## src/rtl/bulk_pkg.sv

```systemverilog
package bulk_pkg;

  typedef logic [7:0]  data_t;       // stream byte
  typedef logic [3:0]  endpt_t;      // endpoint number from the token
  typedef logic [31:0] tele_word_t;  // status word

  // one IN transaction
  typedef enum logic [1:0] {
    SEQ_IDLE,
    SEQ_DECIDE,  // NAK or go
    SEQ_SEND,
    SEQ_DONE
  } seq_state_t;

  // descriptor reader
  typedef enum logic {
    ROM_IDLE,
    ROM_STREAM
  } rom_state_t;

endpackage

```

## src/rtl/usb_desc_pkg.sv

```systemverilog
package usb_desc_pkg;

  typedef logic [7:0] byte_t;  // one descriptor byte

  // bDescriptorType codes
  localparam byte_t DESC_CONFIG    = 8'd2;
  localparam byte_t DESC_INTERFACE = 8'd4;
  localparam byte_t DESC_ENDPOINT  = 8'd5;

  // bLength of each descriptor
  localparam int CONFIG_LEN    = 9;
  localparam int INTERFACE_LEN = 9;
  localparam int ENDPOINT_LEN  = 7;

  // config + interface + two IN endpoints, also wTotalLength
  localparam int TOTAL_LEN = 32;

  // endpoint descriptor fields
  localparam byte_t ATTR_BULK = 8'd2;    // bmAttributes transfer type
  localparam byte_t DIR_IN    = 8'h80;   // direction bit of bEndpointAddress

  // high-speed bulk packets are 512 bytes
  localparam int MAX_PACKET_HS = 512;

endpackage

```

## src/rtl/axis_skid.sv

```systemverilog
module axis_skid #(
  parameter int unsigned WIDTH = 8
) (
  input  logic             clock,
  input  logic             areset_n,
  input  logic             s_tvalid_i,
  output logic             s_tready_o,
  input  logic             s_tlast_i,
  input  logic [WIDTH-1:0] s_tdata_i,
  output logic             m_tvalid_o,
  input  logic             m_tready_i,
  output logic             m_tlast_o,
  output logic [WIDTH-1:0] m_tdata_o
);

  logic             skid_valid_q;
  logic             skid_last_q;
  logic [WIDTH-1:0] skid_data_q;
  logic             accept;
  logic             out_free;

  assign s_tready_o = !skid_valid_q;  // registered ready
  assign accept     = s_tvalid_i && s_tready_o;
  assign out_free   = !m_tvalid_o || m_tready_i;

  always_ff @(posedge clock or negedge areset_n) begin
    if (!areset_n) begin
      m_tvalid_o   <= 1'b0;
      skid_valid_q <= 1'b0;
    end else if (out_free) begin
      m_tvalid_o   <= skid_valid_q || accept;
      skid_valid_q <= 1'b0;  // skid drains first
    end else if (accept) begin
      skid_valid_q <= 1'b1;  // park the byte while the output stalls
    end
  end

  always_ff @(posedge clock or negedge areset_n) begin
    if (!areset_n) begin
      m_tlast_o   <= 1'b0;
      m_tdata_o   <= '0;
      skid_last_q <= 1'b0;
      skid_data_q <= '0;
    end else if (out_free) begin
      if (skid_valid_q) begin
        m_tlast_o <= skid_last_q;
        m_tdata_o <= skid_data_q;
      end else if (accept) begin
        m_tlast_o <= s_tlast_i;
        m_tdata_o <= s_tdata_i;
      end
    end else if (accept) begin
      skid_last_q <= s_tlast_i;
      skid_data_q <= s_tdata_i;
    end
  end

  // upstream holds its byte while the input is stalled
  assert property (@(posedge clock) disable iff (!areset_n)
    (s_tvalid_i && !s_tready_o)
    |=> (s_tvalid_i && $stable(s_tdata_i) && $stable(s_tlast_i)));

endmodule

```

## src/rtl/bulk_in_bridge.sv

```systemverilog
module bulk_in_bridge #(
  parameter int unsigned EP_USER           = 1,
  parameter int unsigned EP_TELE           = 2,
  parameter int unsigned MAX_PACKET        = usb_desc_pkg::MAX_PACKET_HS,
  parameter int unsigned TELE_DEPTH        = 64,
  parameter int unsigned TELE_PACKET_WORDS = 8
) (
  input  logic                 clock,
  input  logic                 areset_n,
  input  logic                 blk_start_i,
  input  bulk_pkg::endpt_t     blk_endpt_i,
  input  logic                 user_ready_i,
  output logic                 blk_nak_o,
  output logic                 blk_done_o,
  input  logic                 s_tvalid_i,
  output logic                 s_tready_o,
  input  logic                 s_tlast_i,
  input  bulk_pkg::data_t      s_tdata_i,
  input  logic                 tel_event_i,
  input  bulk_pkg::tele_word_t tel_word_i,
  output logic                 tx_tvalid_o,
  input  logic                 tx_tready_i,
  output logic                 tx_tlast_o,
  output bulk_pkg::data_t      tx_tdata_o,
  input  logic                 desc_req_i,
  input  logic [15:0]          desc_length_i,
  output logic                 desc_tvalid_o,
  input  logic                 desc_tready_i,
  output logic                 desc_tlast_o,
  output usb_desc_pkg::byte_t  desc_tdata_o
);

  logic            tel_tvalid;
  logic            tel_tready;
  logic            tel_tlast;
  bulk_pkg::data_t tel_tdata;
  logic            tel_packet_ready;

  logic            sel_valid;
  logic            sel_ready;
  logic            src_tvalid;
  logic            src_tready;
  logic            src_tlast;
  bulk_pkg::data_t src_tdata;

  logic            pkt_tvalid;
  logic            pkt_tready;
  logic            pkt_tlast;
  bulk_pkg::data_t pkt_tdata;

  telemetry_fifo #(
    .DEPTH        (TELE_DEPTH),
    .PACKET_WORDS (TELE_PACKET_WORDS)
  ) telemetry_fifo_inst (
    .clock          (clock),
    .areset_n       (areset_n),
    .tel_event_i    (tel_event_i),
    .tel_word_i     (tel_word_i),
    .m_tvalid_o     (tel_tvalid),
    .m_tready_i     (tel_tready),
    .m_tlast_o      (tel_tlast),
    .m_tdata_o      (tel_tdata),
    .packet_ready_o (tel_packet_ready)
  );

  in_source_select #(
    .EP_USER (EP_USER),
    .EP_TELE (EP_TELE)
  ) in_source_select_inst (
    .clock              (clock),
    .areset_n           (areset_n),
    .blk_start_i        (blk_start_i),
    .blk_endpt_i        (blk_endpt_i),
    .user_ready_i       (user_ready_i),
    .s_tvalid_i         (s_tvalid_i),
    .s_tready_o         (s_tready_o),
    .s_tlast_i          (s_tlast_i),
    .s_tdata_i          (s_tdata_i),
    .tel_tvalid_i       (tel_tvalid),
    .tel_tready_o       (tel_tready),
    .tel_tlast_i        (tel_tlast),
    .tel_tdata_i        (tel_tdata),
    .tel_packet_ready_i (tel_packet_ready),
    .sel_valid_o        (sel_valid),
    .sel_ready_o        (sel_ready),
    .src_tvalid_o       (src_tvalid),
    .src_tready_i       (src_tready),
    .src_tlast_o        (src_tlast),
    .src_tdata_o        (src_tdata)
  );

  bulk_in_sequencer #(
    .MAX_PACKET (MAX_PACKET)
  ) bulk_in_sequencer_inst (
    .clock        (clock),
    .areset_n     (areset_n),
    .sel_valid_i  (sel_valid),
    .sel_ready_i  (sel_ready),
    .src_tvalid_i (src_tvalid),
    .src_tready_o (src_tready),
    .src_tlast_i  (src_tlast),
    .src_tdata_i  (src_tdata),
    .pkt_tvalid_o (pkt_tvalid),
    .pkt_tready_i (pkt_tready),
    .pkt_tlast_o  (pkt_tlast),
    .pkt_tdata_o  (pkt_tdata),
    .blk_nak_o    (blk_nak_o),
    .blk_done_o   (blk_done_o)
  );

  axis_skid #(
    .WIDTH (8)
  ) axis_skid_inst (
    .clock      (clock),
    .areset_n   (areset_n),
    .s_tvalid_i (pkt_tvalid),
    .s_tready_o (pkt_tready),
    .s_tlast_i  (pkt_tlast),
    .s_tdata_i  (pkt_tdata),
    .m_tvalid_o (tx_tvalid_o),
    .m_tready_i (tx_tready_i),
    .m_tlast_o  (tx_tlast_o),
    .m_tdata_o  (tx_tdata_o)
  );

  config_desc_rom #(
    .EP_USER    (EP_USER),
    .EP_TELE    (EP_TELE),
    .MAX_PACKET (MAX_PACKET)
  ) config_desc_rom_inst (
    .clock         (clock),
    .areset_n      (areset_n),
    .desc_req_i    (desc_req_i),
    .desc_length_i (desc_length_i),
    .desc_tvalid_o (desc_tvalid_o),
    .desc_tready_i (desc_tready_i),
    .desc_tlast_o  (desc_tlast_o),
    .desc_tdata_o  (desc_tdata_o)
  );

endmodule

```

## src/rtl/bulk_in_sequencer.sv

```systemverilog
module bulk_in_sequencer #(
  parameter int unsigned MAX_PACKET = usb_desc_pkg::MAX_PACKET_HS
) (
  input  logic            clock,
  input  logic            areset_n,
  input  logic            sel_valid_i,
  input  logic            sel_ready_i,
  input  logic            src_tvalid_i,
  output logic            src_tready_o,
  input  logic            src_tlast_i,
  input  bulk_pkg::data_t src_tdata_i,
  output logic            pkt_tvalid_o,
  input  logic            pkt_tready_i,
  output logic            pkt_tlast_o,
  output bulk_pkg::data_t pkt_tdata_o,
  output logic            blk_nak_o,
  output logic            blk_done_o
);

  localparam int CW = $clog2(MAX_PACKET);

  bulk_pkg::seq_state_t state_q;
  logic [CW-1:0] count_q;  // bytes sent in this packet
  logic          sending;
  logic          at_max;
  logic          beat;

  assign sending = (state_q == bulk_pkg::SEQ_SEND);
  assign at_max  = (count_q == CW'(MAX_PACKET - 1));
  assign beat    = pkt_tvalid_o && pkt_tready_i;

  assign pkt_tvalid_o = sending && src_tvalid_i;
  assign src_tready_o = sending && pkt_tready_i;
  assign pkt_tlast_o  = src_tlast_i || at_max;  // cut at max with the rest left in the source
  assign pkt_tdata_o  = src_tdata_i;

  assign blk_nak_o  = (state_q == bulk_pkg::SEQ_DECIDE) && !sel_ready_i;
  assign blk_done_o = (state_q == bulk_pkg::SEQ_DONE);

  always_ff @(posedge clock or negedge areset_n) begin
    if (!areset_n) begin
      state_q <= bulk_pkg::SEQ_IDLE;
      count_q <= '0;
    end else begin
      case (state_q)
        bulk_pkg::SEQ_IDLE: begin
          if (sel_valid_i) begin
            state_q <= bulk_pkg::SEQ_DECIDE;
          end
        end
        bulk_pkg::SEQ_DECIDE: begin
          count_q <= '0;
          state_q <= sel_ready_i ? bulk_pkg::SEQ_SEND : bulk_pkg::SEQ_IDLE;
        end
        bulk_pkg::SEQ_SEND: begin
          if (beat) begin
            count_q <= count_q + 1'b1;
            if (pkt_tlast_o) begin
              state_q <= bulk_pkg::SEQ_DONE;
            end
          end
        end
        default: state_q <= bulk_pkg::SEQ_IDLE;  // done pulse lasts one cycle
      endcase
    end
  end

  // tokens from the host side only arrive between transactions
  assert property (@(posedge clock) disable iff (!areset_n)
    sel_valid_i |-> (state_q == bulk_pkg::SEQ_IDLE));

  // the source holds its byte while the packet stream stalls
  assert property (@(posedge clock) disable iff (!areset_n)
    (sending && src_tvalid_i && !src_tready_o)
    |=> (src_tvalid_i && $stable(src_tdata_i) && $stable(src_tlast_i)));

endmodule

```

## src/rtl/config_desc_rom.sv

```systemverilog
module config_desc_rom #(
  parameter int unsigned EP_USER    = 1,
  parameter int unsigned EP_TELE    = 2,
  parameter int unsigned MAX_PACKET = usb_desc_pkg::MAX_PACKET_HS
) (
  input  logic                clock,
  input  logic                areset_n,
  input  logic                desc_req_i,
  input  logic [15:0]         desc_length_i,
  output logic                desc_tvalid_o,
  input  logic                desc_tready_i,
  output logic                desc_tlast_o,
  output usb_desc_pkg::byte_t desc_tdata_o
);

  localparam int NBYTES = usb_desc_pkg::TOTAL_LEN;
  localparam int IW     = $clog2(NBYTES);

  // byte i of the descriptor sits at bits [8*i +: 8]
  function automatic logic [NBYTES*8-1:0] build_desc();
    logic [NBYTES*8-1:0] d;
    int base;
    d = '0;
    d[0 +: 8]   = 8'(usb_desc_pkg::CONFIG_LEN);
    d[8 +: 8]   = usb_desc_pkg::DESC_CONFIG;
    d[16 +: 16] = 16'(usb_desc_pkg::TOTAL_LEN);  // wTotalLength, low byte first
    d[32 +: 8]  = 8'd1;    // one interface
    d[40 +: 8]  = 8'd1;    // bConfigurationValue
    d[56 +: 8]  = 8'hC0;   // self powered
    d[64 +: 8]  = 8'h32;   // 100 mA
    base = usb_desc_pkg::CONFIG_LEN * 8;
    d[base +: 8]      = 8'(usb_desc_pkg::INTERFACE_LEN);
    d[base + 8 +: 8]  = usb_desc_pkg::DESC_INTERFACE;
    d[base + 32 +: 8] = 8'd2;  // bNumEndpoints, vendor class left at zero
    // user endpoint first, then telemetry
    for (int e = 0; e < 2; e++) begin
      base = (usb_desc_pkg::CONFIG_LEN + usb_desc_pkg::INTERFACE_LEN
              + e * usb_desc_pkg::ENDPOINT_LEN) * 8;
      d[base +: 8]       = 8'(usb_desc_pkg::ENDPOINT_LEN);
      d[base + 8 +: 8]   = usb_desc_pkg::DESC_ENDPOINT;
      d[base + 16 +: 8]  = usb_desc_pkg::DIR_IN | 8'((e == 0) ? EP_USER : EP_TELE);
      d[base + 24 +: 8]  = usb_desc_pkg::ATTR_BULK;
      d[base + 32 +: 16] = 16'(MAX_PACKET);  // wMaxPacketSize
    end
    return d;
  endfunction

  localparam logic [NBYTES*8-1:0] DESC = build_desc();

  bulk_pkg::rom_state_t state_q;
  logic [IW-1:0] idx_q;
  logic [IW-1:0] last_q;  // index of the final byte of this read
  logic [15:0]   len_clip;
  logic          start;

  assign len_clip = (desc_length_i > 16'(NBYTES)) ? 16'(NBYTES) : desc_length_i;
  assign start    = desc_req_i && (desc_length_i != 16'd0) && (state_q == bulk_pkg::ROM_IDLE);

  assign desc_tvalid_o = (state_q == bulk_pkg::ROM_STREAM);
  assign desc_tlast_o  = desc_tvalid_o && (idx_q == last_q);
  assign desc_tdata_o  = DESC[{idx_q, 3'b000} +: 8];

  always_ff @(posedge clock or negedge areset_n) begin
    if (!areset_n) begin
      state_q <= bulk_pkg::ROM_IDLE;
      idx_q   <= '0;
      last_q  <= '0;
    end else if (start) begin
      state_q <= bulk_pkg::ROM_STREAM;
      idx_q   <= '0;
      last_q  <= IW'(len_clip - 16'd1);
    end else if (desc_tvalid_o && desc_tready_i) begin
      if (desc_tlast_o) begin
        state_q <= bulk_pkg::ROM_IDLE;
      end
      idx_q <= idx_q + 1'b1;
    end
  end

endmodule

```

## src/rtl/in_source_select.sv

```systemverilog
module in_source_select #(
  parameter int unsigned EP_USER = 1,
  parameter int unsigned EP_TELE = 2
) (
  input  logic             clock,
  input  logic             areset_n,
  input  logic             blk_start_i,
  input  bulk_pkg::endpt_t blk_endpt_i,
  input  logic             user_ready_i,
  input  logic             s_tvalid_i,
  output logic             s_tready_o,
  input  logic             s_tlast_i,
  input  bulk_pkg::data_t  s_tdata_i,
  input  logic             tel_tvalid_i,
  output logic             tel_tready_o,
  input  logic             tel_tlast_i,
  input  bulk_pkg::data_t  tel_tdata_i,
  input  logic             tel_packet_ready_i,
  output logic             sel_valid_o,
  output logic             sel_ready_o,
  output logic             src_tvalid_o,
  input  logic             src_tready_i,
  output logic             src_tlast_o,
  output bulk_pkg::data_t  src_tdata_o
);

  bulk_pkg::endpt_t endpt_q;
  logic user_sel;
  logic tele_sel;

  assign user_sel = (endpt_q == 4'(EP_USER));
  assign tele_sel = (endpt_q == 4'(EP_TELE));

  always_ff @(posedge clock or negedge areset_n) begin
    if (!areset_n) begin
      endpt_q     <= '0;
      sel_valid_o <= 1'b0;
      sel_ready_o <= 1'b0;
    end else begin
      sel_valid_o <= blk_start_i;
      if (blk_start_i) begin
        endpt_q     <= blk_endpt_i;
        sel_ready_o <= ((blk_endpt_i == 4'(EP_USER)) && user_ready_i)
                       || ((blk_endpt_i == 4'(EP_TELE)) && tel_packet_ready_i);
      end
    end
  end

  assign src_tvalid_o = user_sel ? s_tvalid_i : (tele_sel && tel_tvalid_i);
  assign src_tlast_o  = user_sel ? s_tlast_i : tel_tlast_i;
  assign src_tdata_o  = user_sel ? s_tdata_i : tel_tdata_i;
  assign s_tready_o   = user_sel && src_tready_i;  // only the latched source sees ready
  assign tel_tready_o = tele_sel && src_tready_i;

endmodule

```

## src/rtl/telemetry_fifo.sv

```systemverilog
module telemetry_fifo #(
  parameter int unsigned DEPTH        = 64,  // words as a power of two
  parameter int unsigned PACKET_WORDS = 8
) (
  input  logic                 clock,
  input  logic                 areset_n,
  input  logic                 tel_event_i,
  input  bulk_pkg::tele_word_t tel_word_i,
  output logic                 m_tvalid_o,
  input  logic                 m_tready_i,
  output logic                 m_tlast_o,
  output bulk_pkg::data_t      m_tdata_o,
  output logic                 packet_ready_o
);

  localparam int AW  = $clog2(DEPTH);
  localparam int LW  = $clog2(DEPTH + 1);
  localparam int WCW = (PACKET_WORDS > 1) ? $clog2(PACKET_WORDS) : 1;

  bulk_pkg::tele_word_t mem [DEPTH];

  logic [AW-1:0]  wr_ptr_q;
  logic [AW-1:0]  rd_ptr_q;
  logic [LW-1:0]  level_q;
  logic [1:0]     byte_cnt_q;  // byte within the word from the low end
  logic [WCW-1:0] word_cnt_q;  // word within the packet
  logic           full;
  logic           push;
  logic           pop;
  logic           beat;
  logic           last_word;

  assign full      = (level_q == LW'(DEPTH));
  assign push      = tel_event_i && !full;  // dropped when full
  assign beat      = m_tvalid_o && m_tready_i;
  assign pop       = beat && (byte_cnt_q == 2'd3);
  assign last_word = (word_cnt_q == WCW'(PACKET_WORDS - 1));

  assign m_tvalid_o = (level_q != '0);
  assign m_tdata_o  = mem[rd_ptr_q][{byte_cnt_q, 3'b000} +: 8];
  assign m_tlast_o  = (byte_cnt_q == 2'd3) && last_word;

  // a packet already begun is finished even once the level drops below a packet
  assign packet_ready_o = (level_q >= LW'(PACKET_WORDS)) || (word_cnt_q != '0)
                          || (byte_cnt_q != 2'd0);

  always_ff @(posedge clock) begin
    if (push) begin
      mem[wr_ptr_q] <= tel_word_i;
    end
  end

  always_ff @(posedge clock or negedge areset_n) begin
    if (!areset_n) begin
      wr_ptr_q   <= '0;
      rd_ptr_q   <= '0;
      level_q    <= '0;
      byte_cnt_q <= 2'd0;
      word_cnt_q <= '0;
    end else begin
      if (push) begin
        wr_ptr_q <= wr_ptr_q + 1'b1;
      end
      if (beat) begin
        byte_cnt_q <= byte_cnt_q + 1'b1;
      end
      if (pop) begin
        rd_ptr_q   <= rd_ptr_q + 1'b1;
        word_cnt_q <= last_word ? '0 : word_cnt_q + 1'b1;
      end
      case ({push, pop})
        2'b10:   level_q <= level_q + 1'b1;
        2'b01:   level_q <= level_q - 1'b1;
        default: level_q <= level_q;
      endcase
    end
  end

  // level agrees with the distance between the pointers
  assert property (@(posedge clock) disable iff (!areset_n)
    level_q[AW-1:0] == AW'(wr_ptr_q - rd_ptr_q));

  // reads start only on a whole packet so none runs dry halfway
  assert property (@(posedge clock) disable iff (!areset_n)
    ((word_cnt_q != '0) || (byte_cnt_q != 2'd0)) |-> (level_q != '0));

endmodule

```

## config.mk

```make
export PLATFORM = sky130hd
export DESIGN_NAME = bulk_in_bridge
export DESIGN_NICKNAME = d
export VERILOG_FILES = /design/src/rtl/bulk_pkg.sv /design/src/rtl/usb_desc_pkg.sv /design/src/rtl/axis_skid.sv /design/src/rtl/bulk_in_bridge.sv /design/src/rtl/bulk_in_sequencer.sv /design/src/rtl/config_desc_rom.sv /design/src/rtl/in_source_select.sv /design/src/rtl/telemetry_fifo.sv
export SDC_FILE = /design/constraint.sdc
export NUM_CORES = 2
export LEC_CHECK = 0
export BUFFER_PORTS_ARGS = -buffer_cell sky130_fd_sc_hd__clkbuf_2
export CORE_ASPECT_RATIO = 1.25
export CORE_MARGIN = 5
export CORE_UTILIZATION = 45
export DETAILED_ROUTE_END_ITERATION = 10
export GPL_ROUTABILITY_DRIVEN = 1
export SYNTH_ARGS = -nofsm -noshare
export SYNTH_HDL_FRONTEND = slang
export SYNTH_SLANG_ARGS = --single-unit
```

## constraint.sdc

```tcl
create_clock -name clock -period 9.1 [get_ports clock]
set_input_delay 1.82 -clock clock [delete_from_list [all_inputs] [get_ports clock]]
set_output_delay 1.82 -clock clock [all_outputs]
set_load 0.1 [all_outputs]
```

==> Word-level counts from Yosys, hierarchy flattened <==
Memories as Yosys holds them, arrays and structs flattened.
Index checks and enable logic that the tools add are counted.
{ "classes": {"addsub": 9, "multipliers": 0, "div": 0, "n_lt_le_gt_ge": 2, "n_eq_ne": 17, "shift": 2, "n_mux": 26, "n_bitwise": 2, "n_reduce_logical": 43} }
{ "ops": {"columns": ["operator", "count"], "rows": [
  ["$shiftx A256 B9 Y8 const A", 1],
  ["$shiftx A32 B6 Y8", 1],
  ["$mux W8", 3],
  ["$pmux W9 S2", 1],
  ["$logic_and A1 B1 Y1", 17],
  ["$gt A16 B6 Y1 const B", 1],
  ["$reduce_bool A16 Y1", 1],
  ["$mux W5", 3],
  ["$pmux W7 S2", 1],
  ["$reduce_bool A2 Y1", 7],
  ["$add A6 B1 Y6 const B", 2],
  ["$mux W1", 11],
  ["$add A9 B1 Y9 const B", 1],
  ["$eq A9 B9 Y1 const B", 1],
  ["$mux W9", 1],
  ["$eq A2 B2 Y1 const B", 4],
  ["$eq A4 B1 Y1 const B", 2],
  ["$eq A4 B2 Y1 const B", 2],
  ["$mux W2", 4],
  ["$reduce_and A2 Y1", 4],
  ["$add A7 B1 Y7 const B", 1],
  ["$eq A7 B7 Y1 const B", 1],
  ["$ge A7 B4 Y1 const B", 1],
  ["$reduce_bool A7 Y1", 1],
  ["other kinds (18)", 29]
]} }
{ "word_totals": {"reg_bits": 72, "latch_bits": 0, "ram_bits": 2048, "mem_bits_ro": 0, "input_bits": 70, "output_inout_bits": 23, "elab_cells": 121, "mem_count": 1} }
{ "mem_list": {"columns": ["name", "words", "width", "read_ports", "rd_clocked_by_memory_dff", "wr", "line", "text"], "rows": [
  ["telemetry_fifo_inst.mem", 64, 32, 1, 0, 1, "telemetry_fifo.sv:20", "bulk_pkg::tele_word_t mem [DEPTH];"]
]} }

==> Logic depth before layout (Yosys ltp) <==
{ "depth": {"ltp_word": 7, "ltp_mapped": 18, "ltp_nobuf": 18} }

==> By module <==
A second synthesis with hierarchy kept.
{ "unflattened": {"cells_unflattened": 4043, "hier_area_um2": 83093.4} }
{ "modules_own_cells": {"columns": ["module", "instances", "cells_each", "area_per_inst_um2", "seq_area_each_um2"], "rows": [
  ["telemetry_fifo", 1, 3773, 80091.8, 62099.6],
  ["config_desc_rom", 1, 111, 987.2, 275.3],
  ["axis_skid", 1, 57, 948.4, 500.5],
  ["bulk_in_sequencer", 1, 72, 671.9, 275.3],
  ["in_source_select", 1, 30, 394.1, 150.1]
]} }

==> Worst setup path before layout <==
OpenSTA, ideal clock, no wires.
{ "synth_timing": {"path_type": "reg-to-output", "start": "reg config_desc_rom_inst.idx_q[1]", "end": "out desc_tdata_o[0]", "arrival_ns": 3.997, "required_time_ns": 7.280, "slack_ns": 3.283, "stages_incl_launch_ff": 6, "path_buffers": 0, "path_cell_list": "dfrtp_1 > inv_1 > ha_1 > nand2b_1 > a211oi_1 > a211o_1"} }
{ "synth_via": {"elab_chain_len": 1} }
{ "synth_lines": {"columns": ["item", "line", "text"], "rows": [
  ["start: declaration", "config_desc_rom.sv:51", "logic [IW-1:0] idx_q;"],
  ["start signal: assignment", "config_desc_rom.sv:76", "idx_q <= idx_q + 1'b1;"],
  ["$shiftx A256 B9 Y8", "config_desc_rom.sv:61", "assign desc_tdata_o = DESC[{idx_q, 3'b000} +: 8];"],
  ["end: declaration", "bulk_in_bridge.sv:30", "output usb_desc_pkg::byte_t desc_tdata_o"]
]} }
Every way passes these cells.

==> Worst setup path in the final report <==
{ "layout_timing": {"start": "reg telemetry_fifo_inst.rd_ptr_q[0]", "end": "reg axis_skid_inst.m_tdata_o[7]"} }
{ "layout_via": {"elab_chain_len": 5} }
{ "layout_lines": {"columns": ["item", "line", "text"], "rows": [
  ["start: declaration", "telemetry_fifo.sv:23", "logic [AW-1:0] rd_ptr_q;"],
  ["start signal: assignment", "telemetry_fifo.sv:68", "rd_ptr_q <= rd_ptr_q + 1'b1;"],
  ["$mem_v2 Z64 W32", null, null],
  ["$shiftx A32 B6 Y8", "telemetry_fifo.sv:40", "assign m_tdata_o = mem[rd_ptr_q][{byte_cnt_q, 3'b000} +: 8];"],
  ["$mux W8", "in_source_select.sv:51", "assign src_tdata_o = user_sel ? s_tdata_i : tel_tdata_i;"],
  ["$mux W8", "axis_skid.sv:48", "end else if (accept) begin"],
  ["$mux W8", "axis_skid.sv:45", "if (skid_valid_q) begin"],
  ["end signal: assignment", "axis_skid.sv:47", "m_tdata_o <= skid_data_q;"],
  ["end signal: assignment", "axis_skid.sv:50", "m_tdata_o <= s_tdata_i;"],
  ["end: declaration", "axis_skid.sv:13", "output logic [WIDTH-1:0] m_tdata_o"]
]} }
Every way passes these cells. The select of a mux whose other input is x is not followed.
A chain may end at the register's enable or synchronous reset.

==> out/results.txt <==
critical path cell sequence -> buf_4, buf_4, mux4_1, a22o_1, nor4_1, a211oi_1, o22ai_1, or3_1, a21oi_1
Routed Antenna Nets -> 0
slew of the pin with the lowest slew margin -> 1.30 ns
worst-path maximum fanout -> 41
post-synthesis sequential area ratio -> 0.756
hold crit path type -> reg2reg
gr busiest metal -> met2
initial core utilization -> 0.451
FP Rows -> 177
H-tree Lvls -> 4
crit share post-route -> 0.567
CTS buffer count -> 195
Req. time, crit path -> 9.79 ns
NumNets Final -> 4422
status -> finished clean
Clock Skew -> 0.0492 ns
Fill cells -> 14832
CTS root buf -> clkbuf_16
PwrDens -> 224 nW/um^2
startpoint types -> flop
Synth Register Bits -> 2120
gr usage total -> 0.252
Synth area leader -> edfxtp_1
Distinct cells, synth -> 86
HPWL after detailed placement -> 147000 um
Critical Path AT -> 5.84 ns
achievable frequency -> 0.194 GHz
synth warn -> 0
GRT met2 Usage -> 0.403
Vias -> 43711
synth cell count leaders -> edfxtp_1, mux4_2, mux2i_1
most common cell in the synthesized netlist -> edfxtp_1
PortBufs -> 92
Hold Slack -> 0.491 ns
Die ar. -> 195000 um^2
Syn Inst Count -> 4128
Yosys top cell area share -> 0.735
CP max stage cell -> dfrtp_4
Cell Area, Synth -> 83700 um^2
Vias/cell -> 6.33
core area -> 186000 um^2
min Tclk post-route -> 5.16 ns
setup violators final -> 0
WL/cell -> 36.1 um
Avg Cell Area, Syn -> 20.3 um^2
Max-Slew Margin vs Limit -> 0.124
clock sink total -> 2120
1st-iter DRT viols -> 6629
ranking of synthesized cells by area -> edfxtp_1, mux4_2, mux2i_1
first-pass GRT wire length -> 344000 um
gp weighted congestion -> 0.964
cts hold-fix bufs -> 0
setup repair bufs after CTS -> 0
Leak -> 28.4 nW
crit-path max cell delay -> 1.00 ns
Die Wd -> 396 um
final instance area -> 93100 um^2
initial antenna violation count -> 14
multi-input combinational cell area -> 18900 um^2
final wirelength -> 249000 um
CTS tree -> yes
Max VDD drop -> 161 uV
ys async rst share -> 0.0340
met1 Use GR -> 0.337
RSZ-0062 raised after global routing -> false
Die Y -> 492 um
first drt pass iteration count -> 6
clk_lat worst skew -> 0.85 ns
most used cell, CP -> buf_4
CP endpoint kind -> flop
Setup CP Type -> reg2reg
grt ovf -> 0
TNS Setup -> 0 ns
Placed Area -> 86900 um^2
vias in the first global route -> 42385
clock buffer depth -> 3
FF/Latch Area -> 63300 um^2
post-CTS sizing -> 0
Syn-to-layout area delta -> 11.3%
Max-cap violations -> 0
ys flop type -> edfxtp_1
I/O pin total -> 93
number of hold violations in the final report -> 0
Slew Limit Fails -> 0
Worst-path clk slew -> 0.06 ns
DRC viols -> 0
share of cells above drive strength 1 -> 0.206
largest net degree at the start of global routing -> 96
Syn Nets -> 4221
GR Util met3 -> 0.0499
EDFF count, synth -> 2048
[stage by stage]
| stage | util | setup slack (ns) | cells | total power [mW] |
|---|---|---|---|---|
| 6_report | 0.502 | 3.94 | 6910 | 20.8 |
| 5_1_grt | 0.502 | 3.89 | 6910 | 21.4 |
| 4_1_cts | 0.502 | 4.11 | 6909 | 20.9 |
| 3_3_place_gp | 0.468 | 3.56 | 6547 | 12.9 |
| 2_1_floorplan | - | 3.28 | 4128 | 12.2 |
| 3_5_place_dp | 0.468 | 4.11 | 6548 | 13.0 |
[final timing paths]
path	slack, ns	cells past startpoint	endpoint	from
max	3.94	9	axis_skid_inst.m_tdata_o[7]$_DFFE_PN0P_	telemetry_fifo_inst.rd_ptr_q[0]$_DFFE_PN0P_
min	0.49	2	axis_skid_inst.m_tlast_o$_DFFE_PN0P_	axis_skid_inst.m_tlast_o$_DFFE_PN0P_
max reg2reg	3.94	9	axis_skid_inst.m_tdata_o[7]$_DFFE_PN0P_	telemetry_fifo_inst.rd_ptr_q[0]$_DFFE_PN0P_
min reg2reg	0.49	2	axis_skid_inst.m_tlast_o$_DFFE_PN0P_	axis_skid_inst.m_tlast_o$_DFFE_PN0P_
max in group asynchronous	7.03	2	telemetry_fifo_inst.rd_ptr_q[3]$_DFFE_PN0P_	areset_n
min in group asynchronous	0.83	1	bulk_in_sequencer_inst.count_q[1]$_DFFE_PN0P_	areset_n
[registers in the layout, indices dropped and copies added, names as in the netlist, 4 cells and up]
signal and count:
in_source_select_inst.endpt_q 4, telemetry_fifo_inst.mem 2048, telemetry_fifo_inst.wr_ptr_q 6, bulk_in_sequencer_inst.count_q 9, axis_skid_inst.skid_data_q 8, config_desc_rom_inst.last_q 5, telemetry_fifo_inst.level_q 7, telemetry_fifo_inst.rd_ptr_q 6
config_desc_rom_inst.idx_q 5, axis_skid_inst.m_tdata_o 8
[power by group]
part | internal [mW] | leakage (nW) | switching, mW | total (mW)
registers | 11.1 | 19.4 | 0.173 | 11.3
clock network | 4.50 | 3.02 | 3.56 | 8.06
logic | 0.314 | 6.07 | 1.20 | 1.52
total | 15.9 | 28.4 | 4.94 | 20.8
[logic make-up (layout without fill, tap and decap cells)]
logic type	after synthesis	in the layout	synth area share
other	0	1	0
adders and majority gates	23	23	0.00353
DFF	2120	2120	0.756
buffers and inverters	257	622	0.0246
xor gates and xnor gates	30	30	0.00314
and+or+nand+nor	481	481	0.0273
AOI/OAI and AO/OA	531	531	0.0430
muxes	686	686	0.142
[area by class of cell]
type	instances	share of cell area
Sequential cell	2120	0.680
Multi-Input combinational cell	1751	0.202
Clock buffer	266	0.0572
Tap cell	2416	0.0325
Timing Repair Buffer	232	0.0173
Clock inverter	95	0.00954
Inverter	29	0.00118
Antenna cell	1	0.0000269
[critical path: cells and delay by family, from the launching register on]
family / cells / cell delay, ns
buffers and inverters: 2 / 1.14
and+or+nand+nor: 2 / 1.13
DFF: 1 / 1.00
AOI/OAI and AO/OA: 4 / 0.98
muxes: 1 / 0.70
[cell usage in the layout (no fill, tap or decap), types with 12 or more instances in the layout]
cell type,instances
nor2b_1,12
nand4_1,17
nand3_1,49
xnor2_1,20
inv_1,24
clkinv_1,38
nand3b_1,12
ha_1,22
clkbuf_16,202
nand2_1,132
mux2_2,17
clkbuf_1,61
mux4_2,309
a221oi_1,37
nor3_1,22
nor2_1,87
o22ai_1,53
nor4_1,15
a21oi_1,108
o221ai_1,32
a31oi_1,12
a211oi_1,32
dfrtp_1,66
a22oi_1,80
clkbuf_2,90
mux2i_1,291
bufinv_16,14
mux4_1,69
nor2_4,68
buf_4,133
o21ai_0,84
clkinv_2,29
edfxtp_1,2048
[routing by layer]
metal  up-vias  share of wire
met5         -        0.00016
met4         6          0.053
met3       530          0.090
met2      2405           0.48
met1     23214           0.38
li1      17556              -
(Power assumes the default switching activity.)
